File: src/i2c_pkg.sv
//==============================
// shared definitions for the i2c master
// bus-rate constants, transfer state enum
// command, bus control and pad structs
// address byte union
//==============================

package i2c_pkg;

    //==============================
    // bus timing
    localparam int SYS_CLOCK       = 50_000_000;
    localparam int SCL_CLOCK       = 400_000;
    localparam int SCL_CLK_CNT     = SYS_CLOCK / SCL_CLOCK;    // clk per scl period
    localparam int SCL_CNT_W       = $clog2(SCL_CLK_CNT);
    localparam int BUS_FREE_CYCLES = 2 * SCL_CLK_CNT;          // two scl periods
    localparam int SLOT_LAST       = 17;                       // 8 bits x 2 + ack x 2

    typedef enum logic [3:0] {
        IDLE, READY, W_START, R_START, D_ADDR_W, D_ADDR_R, W_ADDR, WR_DATA, RD_DATA, STOP
    } i2c_state_e;

    // byte counts are n-1 encoded
    typedef struct packed {
        logic       wen;
        logic       ren;
        logic [6:0] dev_addr;
        logic [7:0] word_addr;
        logic [7:0] num_data_w;
        logic [7:0] num_data_r;
    } i2c_cmd_t;

    typedef union packed {
        logic [7:0] raw;
        struct packed {
            logic [6:0] dev_addr;
            logic       rw;         // 1 = read
        } f;
    } i2c_addr_byte_u;

    typedef struct packed {
        i2c_state_e state;
        logic [4:0] slot;
        logic [7:0] tx_byte;
        logic       last_read;      // final byte of a read, master NACKs it
    } i2c_bus_ctl_t;

    typedef struct packed {
        logic scl;
        logic sda_o;
        logic sda_en;
    } i2c_pad_t;

endpackage

File: src/i2c_bit_timer.sv
//==============================
// i2c bit timer
// scl divider, scl output, mid-high and mid-low strobes
//==============================

`timescale 1ns/1ps

module i2c_bit_timer
    import i2c_pkg::*;
(
    input  logic clk,
    input  logic rst_n,
    input  logic run_i,
    output logic scl_o,
    output logic scl_high_o,
    output logic scl_low_o
);

    logic [SCL_CNT_W-1:0] scl_cnt;

    // divider, parked at zero while idle
    always_ff @(posedge clk or negedge rst_n) begin
        if (!rst_n) begin
            scl_cnt <= '0;
        end else if (!run_i || (scl_cnt == SCL_CNT_W'(SCL_CLK_CNT - 1))) begin
            scl_cnt <= '0;
        end else begin
            scl_cnt <= scl_cnt + 1'b1;
        end
    end

    always_ff @(posedge clk or negedge rst_n) begin
        if (!rst_n) begin
            scl_o <= 1'b1;
        end else if (scl_cnt == SCL_CNT_W'(SCL_CLK_CNT / 2)) begin
            scl_o <= 1'b0;      // falls at half period
        end else if (scl_cnt == '0) begin
            scl_o <= 1'b1;
        end
    end

    always_ff @(posedge clk or negedge rst_n) begin
        if (!rst_n) begin
            scl_high_o <= 1'b0;
            scl_low_o  <= 1'b0;
        end else begin
            scl_high_o <= (scl_cnt == SCL_CNT_W'(SCL_CLK_CNT / 4));
            scl_low_o  <= (scl_cnt == SCL_CNT_W'(3 * SCL_CLK_CNT / 4));
        end
    end

    a_strobe_excl: assert property (@(posedge clk) disable iff (!rst_n)
        !(scl_high_o && scl_low_o));

endmodule

File: src/i2c_master_top.sv
//==============================
// i2c master top level
// bit timer, sequencer and serdes
//==============================

`timescale 1ns/1ps

module i2c_master_top
    import i2c_pkg::*;
(
    input  logic       clk,
    input  logic       rst_n,
    input  i2c_cmd_t   cmd_i,
    input  logic [7:0] wdata_i,
    input  logic       sda_i,
    output i2c_pad_t   pad_o,
    output logic       ready_o,
    output logic       done_o,
    output logic       error_o,
    output logic       wvalid_o,
    output logic [7:0] rdata_o,
    output logic       rvalid_o
);

    logic         run;
    logic         scl;
    logic         scl_high;
    logic         scl_low;
    logic         sda_o;
    logic         sda_en;
    i2c_bus_ctl_t bus_ctl;

    assign pad_o = '{scl: scl, sda_o: sda_o, sda_en: sda_en};

    i2c_bit_timer u_bit_timer (
        .clk        (clk),
        .rst_n      (rst_n),
        .run_i      (run),
        .scl_o      (scl),
        .scl_high_o (scl_high),
        .scl_low_o  (scl_low)
    );

    i2c_sequencer u_sequencer (
        .clk        (clk),
        .rst_n      (rst_n),
        .cmd_i      (cmd_i),
        .wdata_i    (wdata_i),
        .sda_i      (sda_i),
        .scl_i      (scl),
        .scl_high_i (scl_high),
        .scl_low_i  (scl_low),
        .run_o      (run),
        .bus_ctl_o  (bus_ctl),
        .ready_o    (ready_o),
        .done_o     (done_o),
        .error_o    (error_o),
        .wvalid_o   (wvalid_o)
    );

    i2c_serdes u_serdes (
        .clk        (clk),
        .rst_n      (rst_n),
        .bus_ctl_i  (bus_ctl),
        .sda_i      (sda_i),
        .scl_high_i (scl_high),
        .scl_low_i  (scl_low),
        .sda_o      (sda_o),
        .sda_en_o   (sda_en),
        .rdata_o    (rdata_o),
        .rvalid_o   (rvalid_o)
    );

endmodule

File: src/i2c_sequencer.sv
//==============================
// i2c transfer sequencer
// command latch, transfer fsm, slot / byte counters
// ack check, ready / done / error / wvalid
//==============================

`timescale 1ns/1ps

module i2c_sequencer
    import i2c_pkg::*;
(
    input  logic         clk,
    input  logic         rst_n,
    input  i2c_cmd_t     cmd_i,
    input  logic [7:0]   wdata_i,
    input  logic         sda_i,
    input  logic         scl_i,
    input  logic         scl_high_i,
    input  logic         scl_low_i,
    output logic         run_o,
    output i2c_bus_ctl_t bus_ctl_o,
    output logic         ready_o,
    output logic         done_o,
    output logic         error_o,
    output logic         wvalid_o
);

    i2c_state_e         state;
    i2c_state_e         next_state;
    i2c_cmd_t           cmd_q;
    i2c_addr_byte_u     addr_byte;
    logic [4:0]         slot;
    logic [SCL_CNT_W:0] free_cnt;
    logic [7:0]         wr_left;
    logic [7:0]         rd_left;
    logic               accept;
    logic               byte_state;
    logic               ack_slot;
    logic               nack;

    assign accept     = (state == READY) && ready_o && (cmd_i.wen || cmd_i.ren);
    assign byte_state = state inside {D_ADDR_W, D_ADDR_R, W_ADDR, WR_DATA, RD_DATA};
    assign ack_slot   = byte_state && scl_high_i && (slot == 5'(SLOT_LAST));
    assign nack       = ack_slot && sda_i && (state != RD_DATA);  // no slave ack on reads
    assign run_o      = !(state inside {IDLE, READY});

    //==============================
    // fsm
    always_comb begin
        next_state = state;
        case (state)
            IDLE:     if (free_cnt == (SCL_CNT_W + 1)'(BUS_FREE_CYCLES - 1)) next_state = READY;
            READY:    if (accept) next_state = W_START;
            W_START:  if (!scl_i) next_state = D_ADDR_W;     // start already on the bus
            R_START:  if (scl_high_i) next_state = D_ADDR_R;
            D_ADDR_W: if (ack_slot) next_state = nack ? IDLE : W_ADDR;
            D_ADDR_R: if (ack_slot) next_state = nack ? IDLE : RD_DATA;
            W_ADDR: begin
                if (ack_slot) begin
                    if (nack) next_state = IDLE;
                    else      next_state = cmd_q.wen ? WR_DATA : R_START;
                end
            end
            WR_DATA: begin
                if (ack_slot) begin
                    if (nack) next_state = IDLE;
                    else      next_state = (wr_left == '0) ? STOP : WR_DATA;
                end
            end
            RD_DATA:  if (ack_slot) next_state = (rd_left == '0) ? STOP : RD_DATA;
            STOP:     if (scl_high_i) next_state = IDLE;
            default:  next_state = IDLE;
        endcase
    end

    always_ff @(posedge clk or negedge rst_n) begin
        if (!rst_n) begin
            state    <= IDLE;
            free_cnt <= '0;
            slot     <= '0;
            wr_left  <= '0;
            rd_left  <= '0;
        end else begin
            state    <= next_state;
            free_cnt <= (state == IDLE) ? free_cnt + 1'b1 : '0;
            if (!byte_state) begin
                slot <= '0;
            end else if (scl_high_i || scl_low_i) begin
                slot <= (slot == 5'(SLOT_LAST)) ? 5'd0 : slot + 5'd1;
            end
            if (accept) begin
                wr_left <= cmd_i.num_data_w;
                rd_left <= cmd_i.num_data_r;
            end else if (ack_slot && !nack) begin
                if ((state == WR_DATA) && (wr_left != '0)) wr_left <= wr_left - 8'd1;
                if ((state == RD_DATA) && (rd_left != '0)) rd_left <= rd_left - 8'd1;
            end
        end
    end

    always_ff @(posedge clk) begin
        if (accept) cmd_q <= cmd_i;
    end

    //==============================
    // status pulses
    always_ff @(posedge clk or negedge rst_n) begin
        if (!rst_n) begin
            ready_o  <= 1'b0;
            done_o   <= 1'b0;
            error_o  <= 1'b0;
            wvalid_o <= 1'b0;
        end else begin
            ready_o  <= (state == READY) && !accept;
            done_o   <= (state == STOP) && scl_high_i;
            error_o  <= nack;
            wvalid_o <= ack_slot && !nack && (state == WR_DATA);
        end
    end

    // byte on the wire for the serdes
    always_comb begin
        addr_byte.f.dev_addr = cmd_q.dev_addr;
        addr_byte.f.rw       = (state == D_ADDR_R);
        bus_ctl_o.state      = state;
        bus_ctl_o.slot       = slot;
        bus_ctl_o.last_read  = (state == RD_DATA) && (rd_left == '0);
        case (state)
            D_ADDR_W, D_ADDR_R: bus_ctl_o.tx_byte = addr_byte.raw;
            W_ADDR:             bus_ctl_o.tx_byte = cmd_q.word_addr;
            WR_DATA:            bus_ctl_o.tx_byte = wdata_i;
            default:            bus_ctl_o.tx_byte = '0;
        endcase
    end

    a_done_err_excl: assert property (@(posedge clk) disable iff (!rst_n)
        !(done_o && error_o));

    a_state_legal: assert property (@(posedge clk) disable iff (!rst_n)
        state inside {IDLE, READY, W_START, R_START, D_ADDR_W, D_ADDR_R,
                      W_ADDR, WR_DATA, RD_DATA, STOP});

endmodule

File: src/i2c_serdes.sv
//==============================
// i2c bit serializer / deserializer
// sda driver and enable, read shift register
// rdata / rvalid
//==============================

`timescale 1ns/1ps

module i2c_serdes
    import i2c_pkg::*;
(
    input  logic         clk,
    input  logic         rst_n,
    input  i2c_bus_ctl_t bus_ctl_i,
    input  logic         sda_i,
    input  logic         scl_high_i,
    input  logic         scl_low_i,
    output logic         sda_o,
    output logic         sda_en_o,
    output logic [7:0]   rdata_o,
    output logic         rvalid_o
);

    logic [7:0] shift_q;
    logic       ack_slot;
    logic       tx_bit;

    assign ack_slot = (bus_ctl_i.slot == 5'(SLOT_LAST - 1));
    assign tx_bit   = bus_ctl_i.tx_byte[3'd7 - bus_ctl_i.slot[3:1]];   // msb first

    //==============================
    // sda output
    always_ff @(posedge clk or negedge rst_n) begin
        if (!rst_n) begin
            sda_o    <= 1'b1;
            sda_en_o <= 1'b0;
            rvalid_o <= 1'b0;
        end else begin
            rvalid_o <= 1'b0;
            case (bus_ctl_i.state)
                W_START: begin
                    sda_en_o <= 1'b1;
                    if (scl_high_i) sda_o <= 1'b0;      // start
                end
                R_START: begin
                    if (scl_low_i) begin
                        sda_o    <= 1'b1;
                        sda_en_o <= 1'b1;
                    end else if (scl_high_i) begin
                        sda_o <= 1'b0;                  // repeated start
                    end
                end
                D_ADDR_W, D_ADDR_R, W_ADDR, WR_DATA: begin
                    if (scl_low_i) begin
                        sda_en_o <= !ack_slot;          // slave acks here
                        sda_o    <= ack_slot ? 1'b1 : tx_bit;
                    end
                end
                RD_DATA: begin
                    if (scl_low_i) begin
                        sda_en_o <= ack_slot;
                        sda_o    <= ack_slot ? bus_ctl_i.last_read : 1'b1;
                        rvalid_o <= ack_slot;
                    end
                end
                STOP: begin
                    if (scl_low_i) begin
                        sda_o    <= 1'b0;
                        sda_en_o <= 1'b1;
                    end else if (scl_high_i) begin
                        sda_o <= 1'b1;                  // stop
                    end
                end
                default: sda_en_o <= 1'b0;
            endcase
        end
    end

    // read path
    always_ff @(posedge clk) begin
        if ((bus_ctl_i.state == RD_DATA) && scl_high_i && bus_ctl_i.slot[0] && !bus_ctl_i.slot[4])
            shift_q <= {shift_q[6:0], sda_i};
        if ((bus_ctl_i.state == RD_DATA) && scl_low_i && ack_slot)
            rdata_o <= shift_q;
    end

    a_sda_scl_low: assert property (@(posedge clk) disable iff (!rst_n)
        $changed(sda_o) |-> $past(scl_low_i) ||
                            ($past(bus_ctl_i.state) inside {W_START, R_START, STOP}));

endmodule

File: config.mk
export PLATFORM = sky130hd
export DESIGN_NAME = i2c_master_top
export DESIGN_NICKNAME = d
export VERILOG_FILES = /design/src/i2c_pkg.sv /design/src/i2c_bit_timer.sv /design/src/i2c_master_top.sv /design/src/i2c_sequencer.sv /design/src/i2c_serdes.sv
export SDC_FILE = /design/constraint.sdc
export NUM_CORES = 1
export LEC_CHECK = 0
export BUFFER_PORTS_ARGS = -buffer_cell sky130_fd_sc_hd__buf_2
export CORE_AREA = 2 2 104 106
export DETAILED_ROUTE_END_ITERATION = 7
export DIE_AREA = 0 0 106 108
export PLACE_DENSITY = 0.67
export SYNTH_ARGS = -nofsm -noshare
export SYNTH_HDL_FRONTEND = slang
export SYNTH_SLANG_ARGS = --single-unit
File: constraint.sdc
create_clock -name clk -period 4.38 [get_ports clk]
set_clock_uncertainty 0.2 [all_clocks]
set_input_delay 0.876 -clock clk [delete_from_list [all_inputs] [get_ports clk]]
set_output_delay 0.876 -clock clk [all_outputs]
set_load 0.01 [all_outputs]
==> results by group, run 1 <==
Final layout
  – Share of layout cells above drive strength 1: a little under a quarter
  – Post-route cell area: approximately 0.0046 mm^2
  – Inserted Diodes: 0
  – Nets: 484
  – Area grow syn2layout: 13.7%
  – Final Util: a little under half

Clock tree
  – H-tree levels: 3
  – Clock latency on the worst-skew pair: approximately 350 ps
  – Clk root buf: clkbuf_8
  – Post-CTS resize count: 0
  – Max Root-Sink Buffers: 2
  – CTS buffer count: 9
  – CTS tree: yes
  – Clk sinks: 82
  – Clk slew on worst S/H paths: about 80 ps
  – CTS Hold Buffers Added: 0
  – Post CTS Setup Buffer Count: 0

Yosys
  – Sequential share of the synthesized area: between 50 and 60%
  – Yosys warns: 0
  – Net Count, Synth: roughly 430
  – Largest cells by area after synthesis: dfrtp_1 29%, edfxtp_1 24%, o21ai_0 3.9%
  – Most common cell in the netlist: dfrtp_1
  – Post-synth ARST share: between 60% and 70%
  – Synth Instances: about 370
  – Number of synthesized register bits: between 80 and 90
  – Synth area leader: dfrtp_1
  – Synthesized area per cell: about 11 um^2
  – Synth Flop Type: dfrtp_1
  – Post-synth top area share: between 20 and 30%
  – Number of synthesized flops with an enable pin: 32
  – Post-synth top cells: 48 x dfrtp_1, 36 x nor2_1, 32 x edfxtp_1, 32 x o21ai_0, 30 x nand2_1
  – Post-synth cell types: 60
  – Mapped Area: 0.00408 mm^2

Timing
  – Slew margin rel.: around 52%
  – TNS Setup: 0 ps
  – Final Hold Fails: 0
  – Fin crit period: about 2700 ps
  – Max-slew violations: 0
  – Worst slew pin tran: 710 ps
  – Final setup violation count: 0
  – Setup WS post-layout: between 1500 and 2000 ps
  – Fmax: 365 MHz
  – Final period util: between 60 and 70%
  – Unrepaired setup endpoints after global routing: false

Floorplan
  – Core area: just over 0.01 mm^2
  – Num rows: 37
  – Die ar.: between 0.01 and 0.015 mm^2
  – I/O pin count: 60
  – Die span in x: about 110 um
  – Effective utilization at floorplan: 39.9%
  – DIE HEIGHT: ~110 um

Critical path
  – Worst-path fanout max: 26
  – Critical Path AT: between 2000 and 3000 ps
  – Startpoint class of the critical path: flip-flop
  – Critical path class: reg2reg
  – Setup crit end kind: flip-flop
  – Critical path origin: u_sequencer.state[1]$_DFFE_PN0P_
  – Reg2reg start: u_sequencer.state[1]$_DFFE_PN0P_
  – Worst EP required: 4220 ps

Drt
  – DRT iter0 DRCs: 175
  – DRC viols: 0
  – Detailed-route via count: 2979
  – DR WL/cell: approximately 14 um
  – Vias per cell: between 5 and 6
  – Detailed-router iteration count before antenna repair: 4
  – Post-Route WL: roughly 8 mm
  – Final ANT Viol Nets: 0

Placed design
  – Pre-CTS setup slack: about 1500 ps
  – Gpl congestion: 0.868
  – Post-DP Area: between 0.004 and 0.005 mm^2
  – DP Wirelength: slightly below 6 mm
  – Number of port buffers: 59

Job
  – Max-cap violations: 0

Global routing
  – Vias in the first global route: 2809
  – Initial antenna violation count: 0
  – Global-route wire length before repair: 13.1 mm
  – Total congestion overflow: 0
  – Largest net degree at the start of global routing: 36
  – Total GRT Usage: 14.7%

Status
  – Status: completed

Hold path
  – Hold Path Class: in2async

Power and ir drop
  – P per Cell Area: approximately 280 mW/mm^2
  – Maximum VDD drop: between 0.0001 and 0.00015 V
  – LEAKAGE: between 1.5 and 2 nW
## layout by cell type (no fill, tap or decap), drive strengths merged, types with 7 or more instances in the layout
cell type,count
nand2,30
edfxtp,32
xor2,14
clkbuf,10
dfrtp,48
inv,19
ha,12
nor4,7
nor2,36
o21ai,35
buf,62
nand3,17
a21oi,14
## flip-flops by register name, summed over array words and instances (netlist names), 4 cells and up
| register | flops |
|---|---|
| u_sequencer.state | 4 |
| u_sequencer.wr_left | 8 |
| u_serdes.shift_q | 8 |
| u_serdes.rdata_o | 8 |
| u_bit_timer.scl_cnt | 7 |
| u_sequencer.rd_left | 8 |
| u_sequencer.free_cnt | 8 |
| u_sequencer.slot | 5 |
| u_sequencer.addr_byte | 7 |
| u_sequencer.cmd_q | 9 |
## through the flow
stage               cells  hold WS [ps]  power (mW)
floorplan             373           200       0.812
global placement      553           212       0.843
detailed placement    553           228       0.842
CTS                   569           227        1.31
global route          569           235        1.35
finish                569           227        1.29
## logic make-up (layout without fill, tap and decap cells)
logic type / after synthesis / after routing / share of synthesized area (%)
compound gates: 83 / 83 / 12.8
buf+inv: 37 / 97 / 4.02
mux: 10 / 10 / 2.61
flops: 82 / 82 / 54.3
xor+xnor: 20 / 20 / 4.29
fa+ha+maj: 12 / 12 / 3.68
simple gates: 129 / 129 / 18.3
## critical path, stage by stage, from the launching register on
cell	delay (ps)
dfrtp_1	570
nor3_1	390
nand3_1	380
inv_1	530
buf_4	350
## layer usage
layer	GRT usage, %	wire length, um	vias to the layer above
li1	-	-	1449
met1	18.2	3640	1455
met2	24.8	3880	68
met3	2.89	381	7
met4	7.14	127	0
met5	0	0	-
## cell type report
type / instances / area, um^2
timing repair buffer: 62 / 318
fill: 949 / 5590
inverter: 19 / 71.3
clock inverter: 6 / 35.0
clock buffer: 10 / 128
multi-input combinational: 254 / 1700
sequential: 82 / 2210
tap: 136 / 170
## report_power, final
group	switching (mW)	internal (mW)	total (mW)
sequential	0	0.795	0.795
clock	0.265	0.202	0.467
combinational	0.0157	0.0143	0.0300
## final timing paths
path | endpoint | slack (ps) | cells past startpoint
worst max register to register | u_sequencer.cmd_q[17]$_DFFE_PP_ | 1640 | 4
min in group clk | u_serdes.rdata_o[7]$_DFFE_PP_ | 230 | 0
worst max-delay path | u_sequencer.cmd_q[17]$_DFFE_PP_ | 1640 | 4
worst min register to register | u_serdes.rdata_o[7]$_DFFE_PP_ | 230 | 0
worst min-delay path | u_sequencer.rd_left[1]$_DFFE_PN0P_ | 230 | 1
max in group asynchronous | u_serdes.sda_o$_DFFE_PN1P_ | 2960 | 2
Power figures use the tool's default switching activity.
==> inputs of run 2 (changes only) <==
==> constraint.sdc (replaced) <==
create_clock -name clk -period 2.65 [get_ports clk]
set_clock_uncertainty 0.2 [all_clocks]
set_input_delay 0.53 -clock clk [delete_from_list [all_inputs] [get_ports clk]]
set_output_delay 0.53 -clock clk [all_outputs]
set_load 0.01 [all_outputs]
==> results by group, run 2 (same netlist as run 1, synthesis figures left out) <==
Global routing
  – Vias in the first global route: 2878 (was 2809)
  – Largest net degree at the start of global routing: 27 (was 36)
  – Total congestion overflow: 0 (unchanged)
  – Global-route wire length before repair: 14.0 mm (was 13.1 mm)
  – Total GRT Usage: 15.5% (was 14.7%)
  – Initial antenna violation count: 0 (unchanged)

Placed design
  – DP Wirelength: 6.18 mm (was 5.90 mm)
  – Gpl congestion: 0.917 (was 0.868)
  – Number of port buffers: 59 (unchanged)

Status
  – Status: completed (unchanged)

Critical path
  – Critical path origin: u_sequencer.slot[1]$_DFFE_PN0P_ (was u_sequencer.state[1]$_DFFE_PN0P_)
  – Reg2reg start: u_sequencer.slot[1]$_DFFE_PN0P_ (was u_sequencer.state[1]$_DFFE_PN0P_)
  – Startpoint class of the critical path: flip-flop (unchanged)
  – CP cell instances: inv_1, ha_1, nand4bb_4, nor4b_4, nand3_2, or4_1, a31oi_1 (was nor3_1, nand3_1, inv_1, buf_4)
  – R2r setup slk: 250 ps (was 1640 ps)
  – Crit path largest cell delay: 470 ps (was 570 ps)
  – Critical path class: reg2reg (unchanged)
  – Setup crit end kind: flip-flop (unchanged)
  – Slowest cell on the critical path: dfrtp_2 (was dfrtp_1)
  – Critical Path End: u_sequencer.wr_left[5]$_DFFE_PN0P_ (was u_sequencer.cmd_q[17]$_DFFE_PP_)
  – Worst EP required: 2730 ps (was 4220 ps)
  – Worst-path fanout max: 9 (was 26)
  – Worst Reg-to-Reg Cells: 7 (was 4)
  – Critical Path AT: 2480 ps (was 2570 ps)
  – R2r endpoint: u_sequencer.wr_left[5]$_DFFE_PN0P_ (was u_sequencer.cmd_q[17]$_DFFE_PP_)

Final layout
  – Area taken by flip-flops and latches: 0.00222 mm^2 (was 0.00221 mm^2)
  – Footprint of the multi-input gates: 0.00170 mm^2 (unchanged)
  – Most flops, register: u_sequencer.cmd_q (unchanged)
  – Largest register FFs: 9 (unchanged)
  – Fillers: 978 (was 949)
  – Commonest cells after routing, fill and taps aside: 59 x buf_2, 47 x dfrtp_1, 36 x nor2_1 (was 59 x buf_2, 48 x dfrtp_1, 36 x nor2_1)
  – Nets: 496 (was 484)
  – Share of layout cells above drive strength 1: 24.9% (was 22.9%)
  – Most common cell after layout, fill and taps aside: buf_2 (unchanged)
  – Inserted Diodes: 0 (unchanged)
  – Area grow syn2layout: 17.2% (was 13.7%)

Timing
  – Final Hold Fails: 0 (unchanged)
  – Worst slew pin tran: 607 ps (was 710 ps)
  – Fin crit period: 2400 ps (was 2740 ps)
  – Slew margin rel.: 59.6% (was 52.4%)
  – Unrepaired setup endpoints after global routing: false (unchanged)
  – Fmax: 417 MHz (was 365 MHz)
  – Final period util: 90.6% (was 62.5%)
  – TNS Setup: 0 ps (unchanged)
  – Final setup violation count: 0 (unchanged)
  – Max-slew violations: 0 (unchanged)

Job
  – Max-cap violations: 0 (unchanged)

Drt
  – Vias per cell: 5.17 (was 5.24)
  – Detailed-router iteration count before antenna repair: 4 (unchanged)
  – DRT iter0 DRCs: 200 (was 175)
  – Final ANT Viol Nets: 0 (unchanged)
  – DRC viols: 0 (unchanged)
  – Detailed-route via count: 3001 (was 2979)
  – Post-Route WL: 8.45 mm (was 8.03 mm)
  – DR WL/cell: 14.5 um (was 14.1 um)

Clock tree
  – H-tree levels: 3 (unchanged)
  – Max Root-Sink Buffers: 2 (unchanged)
  – Clk slew on worst S/H paths: 90 ps (was 80 ps)
  – CTS tree: yes (unchanged)
  – Clk sinks: 82 (unchanged)
  – CTS buffer count: 9 (unchanged)
  – Clock latency on the worst-skew pair: 360 ps (was 350 ps)
  – Clk root buf: clkbuf_8 (unchanged)

Floorplan
  – Die span in x: 106 um (unchanged)
  – Num rows: 37 (unchanged)
  – Effective utilization at floorplan: 39.9% (unchanged)
  – DIE HEIGHT: 108 um (unchanged)
  – I/O pin count: 60 (unchanged)
  – Core area: 0.0102 mm^2 (unchanged)
  – Die ar.: 0.0114 mm^2 (unchanged)

Hold path
  – Worst hold path startpoint: cmd_i[25]
  – Hold Path Class: in2reg (was in2async)

Power and ir drop
  – Maximum VDD drop: 0.000204 V (was 0.000121 V)
  – Overall power: 2.29 mW (was 1.29 mW)
  – P per Cell Area: 479 mW/mm^2 (was 279 mW/mm^2)
  – LEAKAGE: 1.95 nW (was 1.88 nW)
## run 2: changes by cell type in the layout (fill, tap and decap cells not counted), sizes merged
cell	before	now
buf	62	73
bufinv	0	1
clkbuf	10	9
clkinv	4	3
dlygate4sd3	0	1
inv	19	20
## run 2: final cells by class
class	instances	share of cell area (%)
Clock inverter	7	1.62
Timing Repair Buffer	74	8.84
Inverter	19	1.49
Clock buffer	9	2.59
Sequential cell	82	46.3
Multi-Input combinational cell	254	35.6
Tap cell	136	3.56
## run 2: what timing repair did
item / in CTS / in global routing
endpoints found under the setup margin: 0 / 1
endpoints found under the hold margin: 13 / 0
resized for setup: 0 / 1
buffers inserted: 0 / 0
hold buffers: 1 / 0
## run 2: worst min path at each step
stage	endpoint	slack, ps	depth (start not counted)
3_3_place_gp	u_serdes.rdata_o[7]$_DFFE_PP_	210	0
6_report	u_sequencer.addr_byte[2]$_DFFE_PP_	140	1
2_1_floorplan	u_bit_timer.scl_cnt[0]$_DFF_PN0_	30	0
5_1_grt	u_sequencer.addr_byte[2]$_DFFE_PP_	130	1
3_5_place_dp	u_serdes.rdata_o[7]$_DFFE_PP_	210	0
4_1_cts	u_sequencer.addr_byte[2]$_DFFE_PP_	130	1
## run 2: worst max-delay path: cells and delay by family (launching register included)
| family | cells | cell delay [ps] |
|---|---|---|
| simple gates | 4 | 1080 |
| fa+ha+maj | 1 | 210 |
| flops | 1 | 470 |
| buf+inv | 1 | 150 |
| compound gates | 1 | 190 |
## run 2: power by group
group / switching (mW) / total [mW] / leakage (nW) / internal, mW
registers: 0 / 1.31 / 0.921 / 1.31
clock network: 0.479 / 0.920 / 0.0950 / 0.441
logic: 0.0278 / 0.0544 / 0.937 / 0.0266
## run 2: layer usage
layer / GRT usage [%] / share of wire [%] / up-vias
li1: - / - / 1483
met1: 20.4 / 45 / 1431
met2: 24.8 / 49 / 74
met3: 3.44 / 4.6 / 13
met4: 6.86 / 2.0 / 0
met5: 0 / 0 / -
## run 2: metrics by stage
step           std cells  hold WS, ps  utilization [%]  setup slack (ps)  instance area, um^2
6_report             581          138             46.7               250                 4780
3_5_place_dp         564          211             44.7               228                 4570
2_1_floorplan        373         34.4                -               219                 4080
5_1_grt              581          128             46.7              43.2                 4780
4_1_cts              581          130             46.7               203                 4780
3_3_place_gp         564          208             44.7               320                 4570
